### src/rsa_pkg.sv
////////////////////
// Operand widths, operand types and controller states
////////////////////
`default_nettype none

package rsa_pkg;

    // Operand, modulus and result width
    localparam int mod_width = 16;

    // Exponent width
    localparam int exp_width = 4;

    // Operands, modulus and result
    typedef logic [mod_width-1:0] mod_t;

    // Exponent value
    typedef logic [exp_width-1:0] exp_t;

    // Square and multiply sequencer states
    typedef enum logic [2:0] {
        idle,
        check,
        mult,
        square,
        finish
    } ctrl_state_t;

endpackage

`default_nettype wire

### src/modexp_ctrl.sv
////////////////////
// Modular exponentiation controller FSM
// Right-to-left square and multiply sequencing
////////////////////
`timescale 1ns/1ps
`default_nettype none

module modexp_ctrl (
    input  wire  clk,
    input  wire  rst,
    input  wire  rsa_start,
    input  wire  exp_bit,
    input  wire  exp_empty,
    input  wire  mult_done,
    output logic load_operands,
    output logic load_exp,
    output logic shift_exp,
    output logic sel_square,
    output logic mult_start,
    output logic write_acc,
    output logic write_base,
    output logic write_result,
    output logic rsa_done
);

    import rsa_pkg::*;

    ctrl_state_t state;
    ctrl_state_t state_next;

    // State register and done pulse
    always_ff @(posedge clk or posedge rst) begin
        if (rst) begin
            state    <= idle;
            rsa_done <= 1'b0;
        end else begin
            state    <= state_next;
            // Result register is written in finish, so done follows one cycle later
            rsa_done <= (state == finish);
        end
    end

    // Next state and single-cycle strobes
    always_comb begin
        state_next    = state;
        load_operands = 1'b0;
        load_exp      = 1'b0;
        shift_exp     = 1'b0;
        sel_square    = 1'b0;
        mult_start    = 1'b0;
        write_acc     = 1'b0;
        write_base    = 1'b0;
        write_result  = 1'b0;

        case (state)
            idle: begin
                // Start is only honoured here
                if (rsa_start) begin
                    load_operands = 1'b1;
                    load_exp      = 1'b1;
                    state_next    = check;
                end
            end

            check: begin
                if (exp_empty) begin
                    state_next = finish;
                end else begin
                    mult_start = 1'b1;
                    if (exp_bit) begin
                        // Accumulator times base first
                        state_next = mult;
                    end else begin
                        // Bit clear, square only
                        sel_square = 1'b1;
                        state_next = square;
                    end
                end
            end

            mult: begin
                if (mult_done) begin
                    // Capture the product and launch the square in the same cycle
                    write_acc  = 1'b1;
                    mult_start = 1'b1;
                    sel_square = 1'b1;
                    state_next = square;
                end
            end

            square: begin
                if (mult_done) begin
                    write_base = 1'b1;
                    shift_exp  = 1'b1;
                    state_next = check;
                end
            end

            finish: begin
                write_result = 1'b1;
                state_next   = idle;
            end

            default: begin
                state_next = idle;
            end
        endcase
    end

endmodule

`default_nettype wire

### src/exp_bit_counter.sv
////////////////////
// Exponent shift register with bit and empty flags
////////////////////
`timescale 1ns/1ps
`default_nettype none

module exp_bit_counter (
    input  wire           clk,
    input  wire           rst,
    input  wire           load_exp,
    input  wire           shift_exp,
    input  wire  rsa_pkg::exp_t exponent,
    output logic          exp_bit,
    output logic          exp_empty
);

    import rsa_pkg::*;

    // Exponent bits still to be processed
    exp_t exp_rem;

    always_ff @(posedge clk or posedge rst) begin
        if (rst) begin
            exp_rem <= '0;
        end else if (load_exp) begin
            exp_rem <= exponent;
        end else if (shift_exp) begin
            // Drop the bit just processed
            exp_rem <= {1'b0, exp_rem[exp_width-1:1]};
        end
    end

    // Current bit, least significant first
    assign exp_bit = exp_rem[0];

    // Loop ends once no set bits remain
    assign exp_empty = (exp_rem == '0);

endmodule

`default_nettype wire

### src/mod_mult.sv
////////////////////
// Bit-serial interleaved modular multiplier
// One bit of operand_a per cycle, MSB first
////////////////////
`timescale 1ns/1ps
`default_nettype none

module mod_mult (
    input  wire           clk,
    input  wire           rst,
    input  wire           mult_start,
    input  wire  rsa_pkg::mod_t operand_a,
    input  wire  rsa_pkg::mod_t operand_b,
    input  wire  rsa_pkg::mod_t modulus,
    output rsa_pkg::mod_t product,
    output logic          mult_done
);

    import rsa_pkg::*;

    // Operands latched at start
    mod_t a_reg;
    mod_t b_reg;
    mod_t m_reg;

    // Partial remainder, kept below the modulus
    mod_t rem;
    mod_t rem_next;

    logic busy;
    logic [$clog2(mod_width)-1:0] bit_idx;

    // 17-bit intermediates for doubling and addition
    logic [mod_width:0] m_ext;
    logic [mod_width:0] dbl;
    logic [mod_width:0] sum;
    mod_t dbl_red;
    mod_t sum_red;

    always_comb begin
        m_ext = {1'b0, m_reg};

        // Double and reduce once
        dbl = {rem, 1'b0};
        if (dbl >= m_ext) begin
            dbl_red = mod_t'(dbl - m_ext);
        end else begin
            dbl_red = dbl[mod_width-1:0];
        end

        // Add operand_b and reduce once more
        sum = {1'b0, dbl_red} + {1'b0, b_reg};
        if (sum >= m_ext) begin
            sum_red = mod_t'(sum - m_ext);
        end else begin
            sum_red = sum[mod_width-1:0];
        end

        rem_next = a_reg[bit_idx] ? sum_red : dbl_red;
    end

    // Bit index counter and done pulse
    always_ff @(posedge clk or posedge rst) begin
        if (rst) begin
            busy      <= 1'b0;
            bit_idx   <= '0;
            mult_done <= 1'b0;
        end else begin
            mult_done <= 1'b0;
            if (mult_start) begin
                busy    <= 1'b1;
                // Top bit index, mod_width is a power of two
                bit_idx <= '1;
            end else if (busy) begin
                bit_idx <= bit_idx - 1'b1;
                if (bit_idx == '0) begin
                    busy      <= 1'b0;
                    mult_done <= 1'b1;
                end
            end
        end
    end

    // Operand latches and remainder
    always_ff @(posedge clk) begin
        if (mult_start) begin
            a_reg <= operand_a;
            b_reg <= operand_b;
            m_reg <= modulus;
            rem   <= '0;
        end else if (busy) begin
            rem <= rem_next;
        end
    end

    // Remainder holds the product until the next start
    assign product = rem;

endmodule

`default_nettype wire

### src/modexp_datapath.sv
////////////////////
// Accumulator, base, modulus and result registers
// Multiplier operand steering
////////////////////
`timescale 1ns/1ps
`default_nettype none

module modexp_datapath (
    input  wire           clk,
    input  wire           rst,
    input  wire           load_operands,
    input  wire           sel_square,
    input  wire           write_acc,
    input  wire           write_base,
    input  wire           write_result,
    input  wire  rsa_pkg::mod_t message,
    input  wire  rsa_pkg::mod_t modulus_in,
    input  wire  rsa_pkg::mod_t product,
    output rsa_pkg::mod_t operand_a,
    output rsa_pkg::mod_t operand_b,
    output rsa_pkg::mod_t modulus,
    output rsa_pkg::mod_t result
);

    import rsa_pkg::*;

    // Running product of selected powers
    mod_t acc;

    // Message raised to successive powers of two
    mod_t base;

    // Modulus for the whole run
    mod_t mod_reg;

    always_ff @(posedge clk) begin
        if (load_operands) begin
            acc     <= {{(mod_width-1){1'b0}}, 1'b1};
            base    <= message;
            mod_reg <= modulus_in;
        end else begin
            if (write_acc) begin
                acc <= product;
            end
            if (write_base) begin
                base <= product;
            end
        end
    end

    // Result register, held until the next finish
    always_ff @(posedge clk or posedge rst) begin
        if (rst) begin
            result <= '0;
        end else if (write_result) begin
            result <= acc;
        end
    end

    // Square uses base twice, multiply uses accumulator and base
    assign operand_a = sel_square ? base : acc;
    assign operand_b = base;
    assign modulus   = mod_reg;

endmodule

`default_nettype wire

### src/rsa_modexp_top.sv
////////////////////
// Modular exponentiation top level
////////////////////
`timescale 1ns/1ps
`default_nettype none

module rsa_modexp_top (
    input  wire           clk,
    input  wire           rst,
    input  wire  rsa_pkg::mod_t message,
    input  wire  rsa_pkg::mod_t modulus,
    input  wire  rsa_pkg::exp_t exponent,
    input  wire           rsa_start,
    output wire  rsa_pkg::mod_t result,
    output wire           rsa_done
);

    import rsa_pkg::*;

    // Controller strobes
    wire load_operands;
    wire load_exp;
    wire shift_exp;
    wire sel_square;
    wire mult_start;
    wire write_acc;
    wire write_base;
    wire write_result;

    // Exponent status
    wire exp_bit;
    wire exp_empty;

    // Multiplier operands and product
    mod_t operand_a;
    mod_t operand_b;
    mod_t latched_modulus;
    mod_t product;
    wire  mult_done;

    modexp_ctrl modexp_ctrl_i (
        .clk           (clk),
        .rst           (rst),
        .rsa_start     (rsa_start),
        .exp_bit       (exp_bit),
        .exp_empty     (exp_empty),
        .mult_done     (mult_done),
        .load_operands (load_operands),
        .load_exp      (load_exp),
        .shift_exp     (shift_exp),
        .sel_square    (sel_square),
        .mult_start    (mult_start),
        .write_acc     (write_acc),
        .write_base    (write_base),
        .write_result  (write_result),
        .rsa_done      (rsa_done)
    );

    exp_bit_counter exp_bit_counter_i (
        .clk       (clk),
        .rst       (rst),
        .load_exp  (load_exp),
        .shift_exp (shift_exp),
        .exponent  (exponent),
        .exp_bit   (exp_bit),
        .exp_empty (exp_empty)
    );

    modexp_datapath modexp_datapath_i (
        .clk           (clk),
        .rst           (rst),
        .load_operands (load_operands),
        .sel_square    (sel_square),
        .write_acc     (write_acc),
        .write_base    (write_base),
        .write_result  (write_result),
        .message       (message),
        .modulus_in    (modulus),
        .product       (product),
        .operand_a     (operand_a),
        .operand_b     (operand_b),
        .modulus       (latched_modulus),
        .result        (result)
    );

    mod_mult mod_mult_i (
        .clk        (clk),
        .rst        (rst),
        .mult_start (mult_start),
        .operand_a  (operand_a),
        .operand_b  (operand_b),
        .modulus    (latched_modulus),
        .product    (product),
        .mult_done  (mult_done)
    );

endmodule

`default_nettype wire

### config.mk
export PLATFORM = sky130hd
export DESIGN_NAME = rsa_modexp_top
export DESIGN_NICKNAME = d
export VERILOG_FILES = /design/src/rsa_pkg.sv /design/src/modexp_ctrl.sv /design/src/exp_bit_counter.sv /design/src/mod_mult.sv /design/src/modexp_datapath.sv /design/src/rsa_modexp_top.sv
export SDC_FILE = /design/constraint.sdc
export NUM_CORES = 1
export LEC_CHECK = 0
export BUFFER_PORTS_ARGS = -buffer_cell sky130_fd_sc_hd__buf_4
export CORE_ASPECT_RATIO = 2
export CORE_UTILIZATION = 50
export DETAILED_ROUTE_END_ITERATION = 10
export PLACE_DENSITY = 0.71
export SLEW_MARGIN = 15
export SYNTH_ARGS = -nofsm -noshare
export SYNTH_HDL_FRONTEND = slang
export SYNTH_SLANG_ARGS = --single-unit
### constraint.sdc
create_clock -name clk -period 5.7 [get_ports clk]
set_input_delay 0.285 -clock clk [delete_from_list [all_inputs] [get_ports clk]]
set_output_delay 0.285 -clock clk [all_outputs]
set_load 0.05 [all_outputs]
## After elaboration in Yosys (flattened, before gate mapping)

Index checks and enable logic that the tools add are counted.

- Flip-flop bits (word level): 142
- Bits of input ports: 39
- Output and inout bits: 17
- Word-level logic and storage cells: 69

- Add/subtract/negate cells: 4
- Magnitude comparators: 3
- Eq/ne operators: 7
- Multiplexer cells: 35
- Reduce and logical (&&, ||, !) cells: 6

Operators with widths:

| kind | number |
|---|---|
| $mux 16 | 6 |
| $ge 17x16->1 | 2 |
| $sub 16x16->16 | 2 |
| $add 16x16->17 | 1 |
| $mux 1 | 17 |
| $mux 4 | 4 |
| $mux 3 | 4 |
| $pmux 3 s4 | 1 |
| $logic_not 4->1 | 2 |
| $eq 3x2->1 const B | 2 |
| $lt 4x5->1 const B | 1 |
| $bmux 1 s4 | 1 |
| $ne 2x1->1 const B | 2 |
| $pmux 1 s2 | 2 |
| $reduce_bool 2->1 | 2 |
| $sub 4x1->4 const B | 1 |
| $eq 3x1->1 const B | 1 |
| $eq 3x3->1 const B | 1 |
| $logic_not 3->1 | 1 |
| $reduce_and 3->1 | 1 |
| $ne 2x2->1 const B | 1 |

## Logic depth before layout (Yosys ltp)

Gate-level depths: netlist (run 1).

- Word-level depth: 6
- Mapped depth: 27

## Cells and area by module

From an unflattened synthesis (run 1), not the netlist that was laid out.

- Cell total of the unflattened synthesis: 688
- Area total of the unflattened synthesis: 8308.0 µm²

By module, submodules not included:

| module | instances | cells an instance | area each (µm²) |
|---|---|---|---|
| mod_mult | 1 | 487 | 5168.7 |
| modexp_datapath | 1 | 156 | 2710.1 |
| modexp_ctrl | 1 | 27 | 247.7 |
| exp_bit_counter | 1 | 18 | 181.4 |

## Worst setup path after synthesis (run 1)

OpenSTA, ideal clock, no wires.

- Path kind: register to register
- From: register mod_mult_i.m_reg[8]
- To: register mod_mult_i.rem[11], in the netlist mod_mult_i.product[11]
- Library setup time: 115 ps
- Arrival: 5590 ps
- Required time: 5585 ps
- Path slack: -6 ps
- Cell stages (with the launch flop): 27
- Clock period less this slack: 5706 ps
- Cell sequence: edfxtp_1 > inv_1 > ha_1 > and2_1 > a221o_1 > a2bb2oi_1 > nand3_2 > buf_2 > mux2i_1 > inv_1 > ha_1 > a211o_1 > a2111o_1 > a31oi_2 > o21bai_1 > and3_1 > nor2_1 > xnor2_1 > ha_1 > and4_1 > nand4_1 > o21ai_0 > a211oi_2 > a21boi_4 > a2111oi_0 > o21ai_1 > a31o_1

- Longest elaborated chain between the ends: 6
- Elaborated cells between the ends (all ways): 8
- Those cells by class: add/sub: 3; order compare: 2; mux: 3

RTL lines:

| item | RTL line | text |
|---|---|---|
| start, declared | mod_mult.sv:24 | `mod_t m_reg;` |
| start signal, assigned | mod_mult.sv:89 | `m_reg <= modulus;` |
| $sub 16x16->16 / $ge 17x16->1 (equally long branches) | mod_mult.sv:46, mod_mult.sv:45 |  |
| $mux 16 | mod_mult.sv:45 | `if (dbl >= m_ext) begin` |
| $add 16x16->17 | mod_mult.sv:52 | `sum = {1'b0, dbl_red} + {1'b0, b_reg};` |
| $sub 16x16->16 / $ge 17x16->1 (equally long branches) | mod_mult.sv:54, mod_mult.sv:53 |  |
| $mux 16 | mod_mult.sv:53 | `if (sum >= m_ext) begin` |
| $mux 16 * | mod_mult.sv:59 | `rem_next = a_reg[bit_idx] ? sum_red : dbl_red;` |
| end signal, assigned | mod_mult.sv:92 | `rem <= rem_next;` |
| end, declared | mod_mult.sv:27 | `mod_t rem;` |

Every way passes the cells marked *; elsewhere a longest branch is shown, timed or not.
A chain may end at the register's enable or synchronous reset.

## Worst setup path after layout (run 1)

- From: register mod_mult_i.m_reg[15]
- To: register mod_mult_i.rem[3], in the netlist mod_mult_i.product[3]

- Longest elaborated chain between the ends: 6
- Elaborated cells between the ends (all ways): 8
- Those cells by class: add/sub: 3; order compare: 2; mux: 3

RTL lines:

| item | RTL line |
|---|---|
| $ge 17x16->1 / $sub 16x16->16 (equally long branches) | mod_mult.sv:45, mod_mult.sv:46 |
| $mux 16 | mod_mult.sv:45 |
| $add 16x16->17 | mod_mult.sv:52 |
| $sub 16x16->16 / $ge 17x16->1 (equally long branches) | mod_mult.sv:54, mod_mult.sv:53 |
| $mux 16 | mod_mult.sv:53 |
| $mux 16 * | mod_mult.sv:59 |

Marks and branches as above.

==> results of run 1 <==
## worst paths after layout
kind | start | to | slack, ns
max in group asynchronous | rst | mod_mult_i.bit_idx[0] | 5.32
max | mod_mult_i.m_reg[15] | mod_mult_i.product[3] | -0.03
max reg2reg | mod_mult_i.m_reg[15] | mod_mult_i.product[3] | -0.03
min | rst | modexp_datapath_i.result[11] | -0.05
min reg2reg | modexp_datapath_i.modulus[2] | mod_mult_i.m_reg[2] | 0.41
min in group clk | modulus[14] | modexp_datapath_i.modulus[14] | 0.03
## critical path, delay by kind of cell, from the launching register on
| kind | cells | cell delay, ns |
|---|---|---|
| multiplexers | 1 | 0.41 |
| AO/OA/AOI/OAI | 7 | 1.16 |
| adder cells (fa/ha/maj) | 3 | 0.97 |
| flip-flops | 1 | 0.34 |
| AND/OR/NAND/NOR | 7 | 1.23 |
| XOR/XNOR | 1 | 0.09 |
| buffers and inverters | 10 | 1.48 |
## synthesized netlist by cell type (4+ instances only)
library cell	number	area share
edfxtp_1	80	0.30
nand2_1	66	0.031
a21oi_1	56	0.035
nor2_1	56	0.026
mux2_2	54	0.076
ha_1	50	0.078
inv_1	34	0.016
dfxtp_1	32	0.080
dfrtp_1	30	0.093
xnor2_1	25	0.027
o21ai_0	24	0.015
a21o_1	19	0.018
nor3_1	16	0.010
clkbuf_1	13	0.0061
o21ai_1	13	0.0081
xor2_1	13	0.014
mux2i_1	9	0.011
nand3_1	9	0.0056
a211oi_1	8	0.0075
o21a_1	8	0.0075
a211o_1	7	0.0076
a31oi_1	7	0.0054
and3_1	7	0.0054
and4_1	7	0.0076
a32oi_1	5	0.0054
nand4_1	5	0.0039
nor2b_1	5	0.0039
buf_2	4	0.0025
mux4_2	4	0.011
nand2b_1	4	0.0031
o31a_1	4	0.0044
## cell families (layout without fill, tap and decap cells)
kind of cell,after synthesis,after routing,share of synthesized area
AND/OR/NAND/NOR,193,193,0.114
AO/OA/AOI/OAI,189,189,0.160
flip-flops,142,142,0.472
multiplexers,67,67,0.0980
buffers and inverters,57,296,0.0300
adder cells (fa/ha/maj),53,53,0.0853
XOR/XNOR,38,38,0.0414
## layer usage
metal	track usage	vias up
li1	-	3206
met1	0.315	3354
met2	0.602	206
met3	0.0370	84
met4	0.232	0
met5	0	-
## through the flow
step	cells	setup slack (ns)	cell area (um^2)
floorplan	739	0.0314	8040
detailed placement	1128	-0.658	9780
finish	1179	-0.0277	11000
global route	1179	-0.172	11000
CTS	1173	0.0228	10700
global placement	1128	-0.517	9780
## repair_timing
item | CTS | global route
pin swaps | 21 | 22
gates resized for setup | 32 | 52
endpoints found under the setup margin | 15 | 16
buffers inserted | 13 | 6
## cell type report
| type | instances | area [um^2] | share of cell area |
|---|---|---|---|
| repair buffers | 230 | 1780 | 0.162 |
| inverters | 34 | 128 | 0.0116 |
| well taps | 201 | 251 | 0.0229 |
| flip-flops and latches | 142 | 3790 | 0.346 |
| multi-input cells | 540 | 4400 | 0.401 |
| clock inverters | 7 | 61.3 | 0.00559 |
| clock buffers | 25 | 551 | 0.0502 |
==> flow_summary_export.csv, run 1 <==
group,metric,value,unit
logic_synthesis,synth_area,0.00804,mm^2
die,die-width,91.7,um
timing,finalCritPeriodShare,1.00,
logic_synthesis,synth-seq-cells,142,
logic_synthesis,yosysUniqueCellTypes,71,
drt,first_iter_violations,334,
drt,drcViolationCount,0,
drt,num_vias,6850,
logic_synthesis,ys_warn_count,0,
die,design.core.area,0.0158,mm^2
timing,max_freq,175,MHz
clock_network,cts_sinks,142,
drt,finalWirelength,25.9,mm
die,die_h,181,um
worst_setup_path,worst-setup-path-type,"reg -> reg",
clock_network,ctsHoldBuffers,0,
clock_network,clock_latency,0.43,ns
worst_setup_path,crit_slowest_cell,"mux2_2",
worst_setup_path,max_stage_delay,0.41,ns
worst_setup_path,cp.arrival,6.10,ns
timing,setup_tns,-0.0409,ns
drt,wl_per_cell,22.0,um
place,port_buffers,55,
final_layout,final_common_cell,"buf_4",
status,status,"complete, but fails checks",
hold_path,holdCritPathClass,"in -> async",
clock_network,cts.htree.levels,4,
timing,timing.hold.ws,-0.0471,ns
final_layout,layout_common_cells,"buf_4 (221), edfxtp_1 (80), nand2_1 (65)",
final_layout,final_layout_size_suffix_gt1_frac,0.402,
final_layout,final_nets,1057,
run,max_cap_viol_count,0,
worst_setup_path,crit_top_cell,"buf_4",
logic_synthesis,syn_inst,739,
grt,grt_max_degree,55,
clock_network,clockBufferDepth,2,
clock_network,cts_root_buffer,"clkbuf_16",
final_layout,nFillCells,1204,
grt,grt_overflow_total,0,
timing,max_slew_margin,0.429,
timing,min_period,5.73,ns
worst_setup_path,crit_path_start_kind,"flop",
grt,grt_pass1_vias,7247,
die,initial_core_util,0.510,
drt,met3WireLength,667,um
worst_setup_path,cp_max_fo,14,
status,violations,"hold timing, setup timing",
die,ios,56,
timing,finalMaxSlewViolations,0,
worst_setup_path,worst_ep_required_time,6.08,ns
timing,finalHoldViolCount,30,
timing,finClkSkew,0.00709,ns
logic_synthesis,synth_edf_count,80,
worst_setup_path,critPathCaptureType,"flop",
drt,via_per_inst,5.81,
logic_synthesis,postSynthAreaPerCell,10.9,um^2
place,dp_hpwl,20.0,mm
drt,routed.top_layer,"met4",
timing,setup_viol,2,
timing,tightest_slew,0.851,ns
timing,setup_ws,-0.0277,ns
timing,rsz0062_at_grt,"true",
grt,grt.total_usage,0.320,
logic_synthesis,ys.flop_type,"edfxtp_1",
grt,antenna_found_initial,0,
final_layout,area_delta_synth_final,36.3,%
clock_network,clk_pin_slew,0.06,ns
drt,wl_met2,14.4,mm
final_layout,utilization,0.695,
place,gp_congestion,0.991,
logic_synthesis,ys_seq_area_frac,0.472,
die,fp-row-count,65,
logic_synthesis,synth_fp_nets,831,
clock_network,cts_tree,"yes",
worst_setup_path,r2r_cells,29,
drt,wl_met1,9.08,mm
clock_network,cts_buffers,17,
grt,grt_pass1_wl,38.9,mm
final_layout,antenna_cells,0,
logic_synthesis,async_flop_share,0.211,
drt,drt-pass1-iter-count,5,
drt,ant_nets,0,
die,die_area,0.0166,mm^2
Power of run 1 is left out: the tool's default activity adds up to more than one toggle a clock period on the data nets, which glitch-free logic cannot reach.
==> run 2: changes to the inputs <==
--- a/config.mk
+++ b/config.mk
@@ -5,11 +5,13 @@
 export SDC_FILE = /design/constraint.sdc
 export NUM_CORES = 1
 export LEC_CHECK = 0
+export ABC_AREA = 1
 export BUFFER_PORTS_ARGS = -buffer_cell sky130_fd_sc_hd__buf_4
 export CORE_ASPECT_RATIO = 2
 export CORE_UTILIZATION = 50
+export CTS_BUF_LIST = sky130_fd_sc_hd__clkbuf_16
 export DETAILED_ROUTE_END_ITERATION = 10
-export PLACE_DENSITY = 0.71
+export PLACE_DENSITY = 0.7
 export SLEW_MARGIN = 15
 export SYNTH_ARGS = -nofsm -noshare
 export SYNTH_HDL_FRONTEND = slang
==> run 2 against run 1 <==
The run now ends clean. Cell count increased by 27%. First-iteration DRC count increased by 50%. Register-to-register slack improved by 0.30 ns. Die area increased by 13%. Setup slack improved by 0.30 ns. Global-route usage about the same. Clock skew increased by 0.0027 ns. Design area decreased by 4.1%. Fmax increased by 5.5%.
==> flow_summary_export.csv, run 2 <==
group,metric,value,unit
grt,grt.met1_usage,0.293,
drt,drcViolationCount,0,
drt,drt-pass1-iter-count,9,
timing,finalCritPeriodShare,0.952,
worst_setup_path,critPathCaptureType,"flop",
run,max_cap_viol_count,0,
power_and_ir_drop,power_density,225,mW/mm^2
power_and_ir_drop,power.leakage,0.00527,uW
logic_synthesis,synth_most_common_cell,"nand2_1",
worst_setup_path,crit_path_start_kind,"flop",
logic_synthesis,synth_fp_nets,1309,
final_layout,utilization,0.591,
final_layout,final_layout_size_suffix_gt1_frac,0.111,
logic_synthesis,synth_common_cells,"nand2_1 (359), inv_1 (219), nand3_1 (130)",
grt,antenna_found_initial,0,
worst_setup_path,max_stage_delay,0.51,ns
timing,min_period,5.43,ns
hold_path,holdCritPathClass,"in -> reg",
grt,grt-busiest-layer,"met2",
drt,via_per_inst,5.53,
power_and_ir_drop,finalPower,2370,uW
clock_network,cts_buffers,17,
grt,grt_pass1_vias,8199,
grt,met3_usage,0.0406,
clock_network,clockBufferDepth,2,
place,port_buffers,55,
worst_setup_path,worst-setup-path-type,"reg -> reg",
timing,rsz0062_at_grt,"false",
final_layout,area_delta_synth_final,15.8,%
clock_network,clock_latency,0.43,ns
logic_synthesis,yosysUniqueCellTypes,40,
clock_network,cts_tree,"yes",
worst_setup_path,cp.arrival,5.80,ns
grt,grt_pass1_wl,44.1,mm
timing,finClkSkew,0.00978,ns
die,die_area,0.0187,mm^2
die,die-width,97.3,um
logic_synthesis,ys_seq_area_frac,0.418,
logic_synthesis,async_flop_share,0.211,
die,ios,56,
clock_network,cts.htree.levels,4,
power_and_ir_drop,p_int,1910,uW
die,design.core.area,0.0178,mm^2
drt,num_vias,8318,
logic_synthesis,yosysTopAreaCell,"edfxtp_1",
logic_synthesis,ys_warn_count,0,
worst_setup_path,worst_ep_required_time,6.07,ns
timing,finalMaxSlewViolations,0,
power_and_ir_drop,switching_share,0.192,
final_layout,antenna_cells,0,
final_layout,layout_common_cells,"nand2_1 (356), inv_1 (219), nand3_1 (130)",
logic_synthesis,synth-seq-cells,142,
power_and_ir_drop,p_clk_frac,0.535,
logic_synthesis,synth_area_leaders,"edfxtp_1 (26%), nand2_1 (15%), inv_1 (9.1%)",
drt,ant_nets,0,
logic_synthesis,synth_area,0.00907,mm^2
clock_network,cts_sinks,142,
clock_network,clk_pin_slew,0.06,ns
power_and_ir_drop,p_switching,455,uW
power_and_ir_drop,comb_power_share,0.011,
grt,grt.met2_usage,0.608,
drt,first_iter_violations,502,
clock_network,cts_root_buffer,"clkbuf_16",
timing,setup_viol,0,
final_layout,final_common_cell,"nand2_1",
drt,finalWirelength,29.0,mm
grt,grt_overflow_total,0,
grt,grt_max_degree,40,
logic_synthesis,yosysTopAreaCellShare,0.265,
timing,tightest_slew,1.07,ns
final_layout,final_nets,1369,
die,die_h,193,um
power_and_ir_drop,pwr-share-seq,0.454,
timing,max_slew_margin,0.287,
logic_synthesis,syn_inst,1217,
grt,grt.total_usage,0.320,
die,initial_core_util,0.510,
place,dp_hpwl,23.2,mm
power_and_ir_drop,peakVddDrop,252,uV
logic_synthesis,ys.flop_type,"edfxtp_1",
drt,wl_per_cell,19.3,um
timing,max_freq,184,MHz
logic_synthesis,synth_edf_count,80,
die,fp-row-count,69,
logic_synthesis,postSynthAreaPerCell,7.46,um^2
place,gp_congestion,0.992,
worst_setup_path,crit_slowest_cell,"dfxtp_1",
status,status,"finished clean",
worst_setup_path,cp_max_fo,16,
timing,finalHoldViolCount,0,
-- run 2: power by group through the flow --
stage | sequential (uW) | combinational (uW) | clock [uW]
floorplan | 1100 | 3.15 | 0
global placement | 1100 | 25.1 | 0
detailed placement | 1100 | 25.4 | 0
CTS | 1080 | 26.0 | 1270
global route | 1080 | 27.6 | 1310
finish | 1080 | 25.8 | 1270
-- run 2: timing repair --
action                     4_1_cts  5_1_grt
buffers inserted                 0        5
gates resized for setup          1       21
setup endpoints to repair        9       16
hold buffers                     1        0
pin swaps                        0        2
hold endpoints to repair        30        0
gates cloned                     0        0
-- run 2: final timing paths --
| path | end | slack, ns | from | depth (start not counted) |
|---|---|---|---|---|
| setup / recovery | mod_mult_i.product[14] | 0.27 | mod_mult_i.product[6] | 28 |
| min in group asynchronous | modexp_ctrl_i.state[1] | 0.52 | rst | 4 |
| hold / removal | modexp_datapath_i.modulus[11] | 0.03 | modulus[11] | 1 |
| hold reg to reg | mod_mult_i.m_reg[15] | 0.42 | modexp_datapath_i.modulus[15] | 0 |
| max in group asynchronous | modexp_datapath_i.result[6] | 4.85 | rst | 4 |
| setup reg to reg | mod_mult_i.product[14] | 0.27 | mod_mult_i.product[6] | 28 |
-- run 2: layout make-up --
type | count | area [um^2]
Clock inverter | 15 | 239
Sequential cell | 142 | 3790
Multi-Input combinational cell | 824 | 4430
Tap cell | 213 | 267
Inverter | 223 | 837
Fill cell | 1675 | 7270
Clock buffer | 17 | 425
Timing Repair Buffer | 69 | 520
-- run 2: metal layers --
metal / share of wire / wire [um]
met1: 0.33 / 9540
met5: 0 / 0
met4: 0.10 / 2980
met2: 0.53 / 15400
met3: 0.038 / 1110
-- run 2: kinds of logic (layout without fill, tap and decap cells) --
group	Yosys count	after routing	synth area share
simple gates	601	601	0.293
buf+inv	251	324	0.108
compound gates	151	151	0.0870
flops	142	142	0.418
fa+ha+maj	53	53	0.0756
xor+xnor	19	19	0.0183
-- run 2: worst max-delay path: cells and delay by family (launching register included) --
family                   cells  cell delay [ns]
AND/OR/NAND/NOR             19             2.68
XOR/XNOR                     1             0.21
flip-flops                   1             0.51
AO/OA/AOI/OAI                2             0.63
buffers and inverters        3             0.26
adder cells (fa/ha/maj)      3             1.03
-- run 2: stage by stage --
step	instance area [um^2]	setup WS, ns	cells	hold slack, ns	TNS [ns]
floorplan	9070	1.40	1217	0.376	0
global placement	9680	-0.0451	1465	0.398	-0.154
detailed placement	9680	-0.0117	1465	0.401	-0.0150
CTS	10400	0.00344	1498	0.0207	0
global route	10500	0.00365	1503	0.0190	0
finish	10500	0.273	1503	0.0291	0
(Power assumes the default switching activity.)
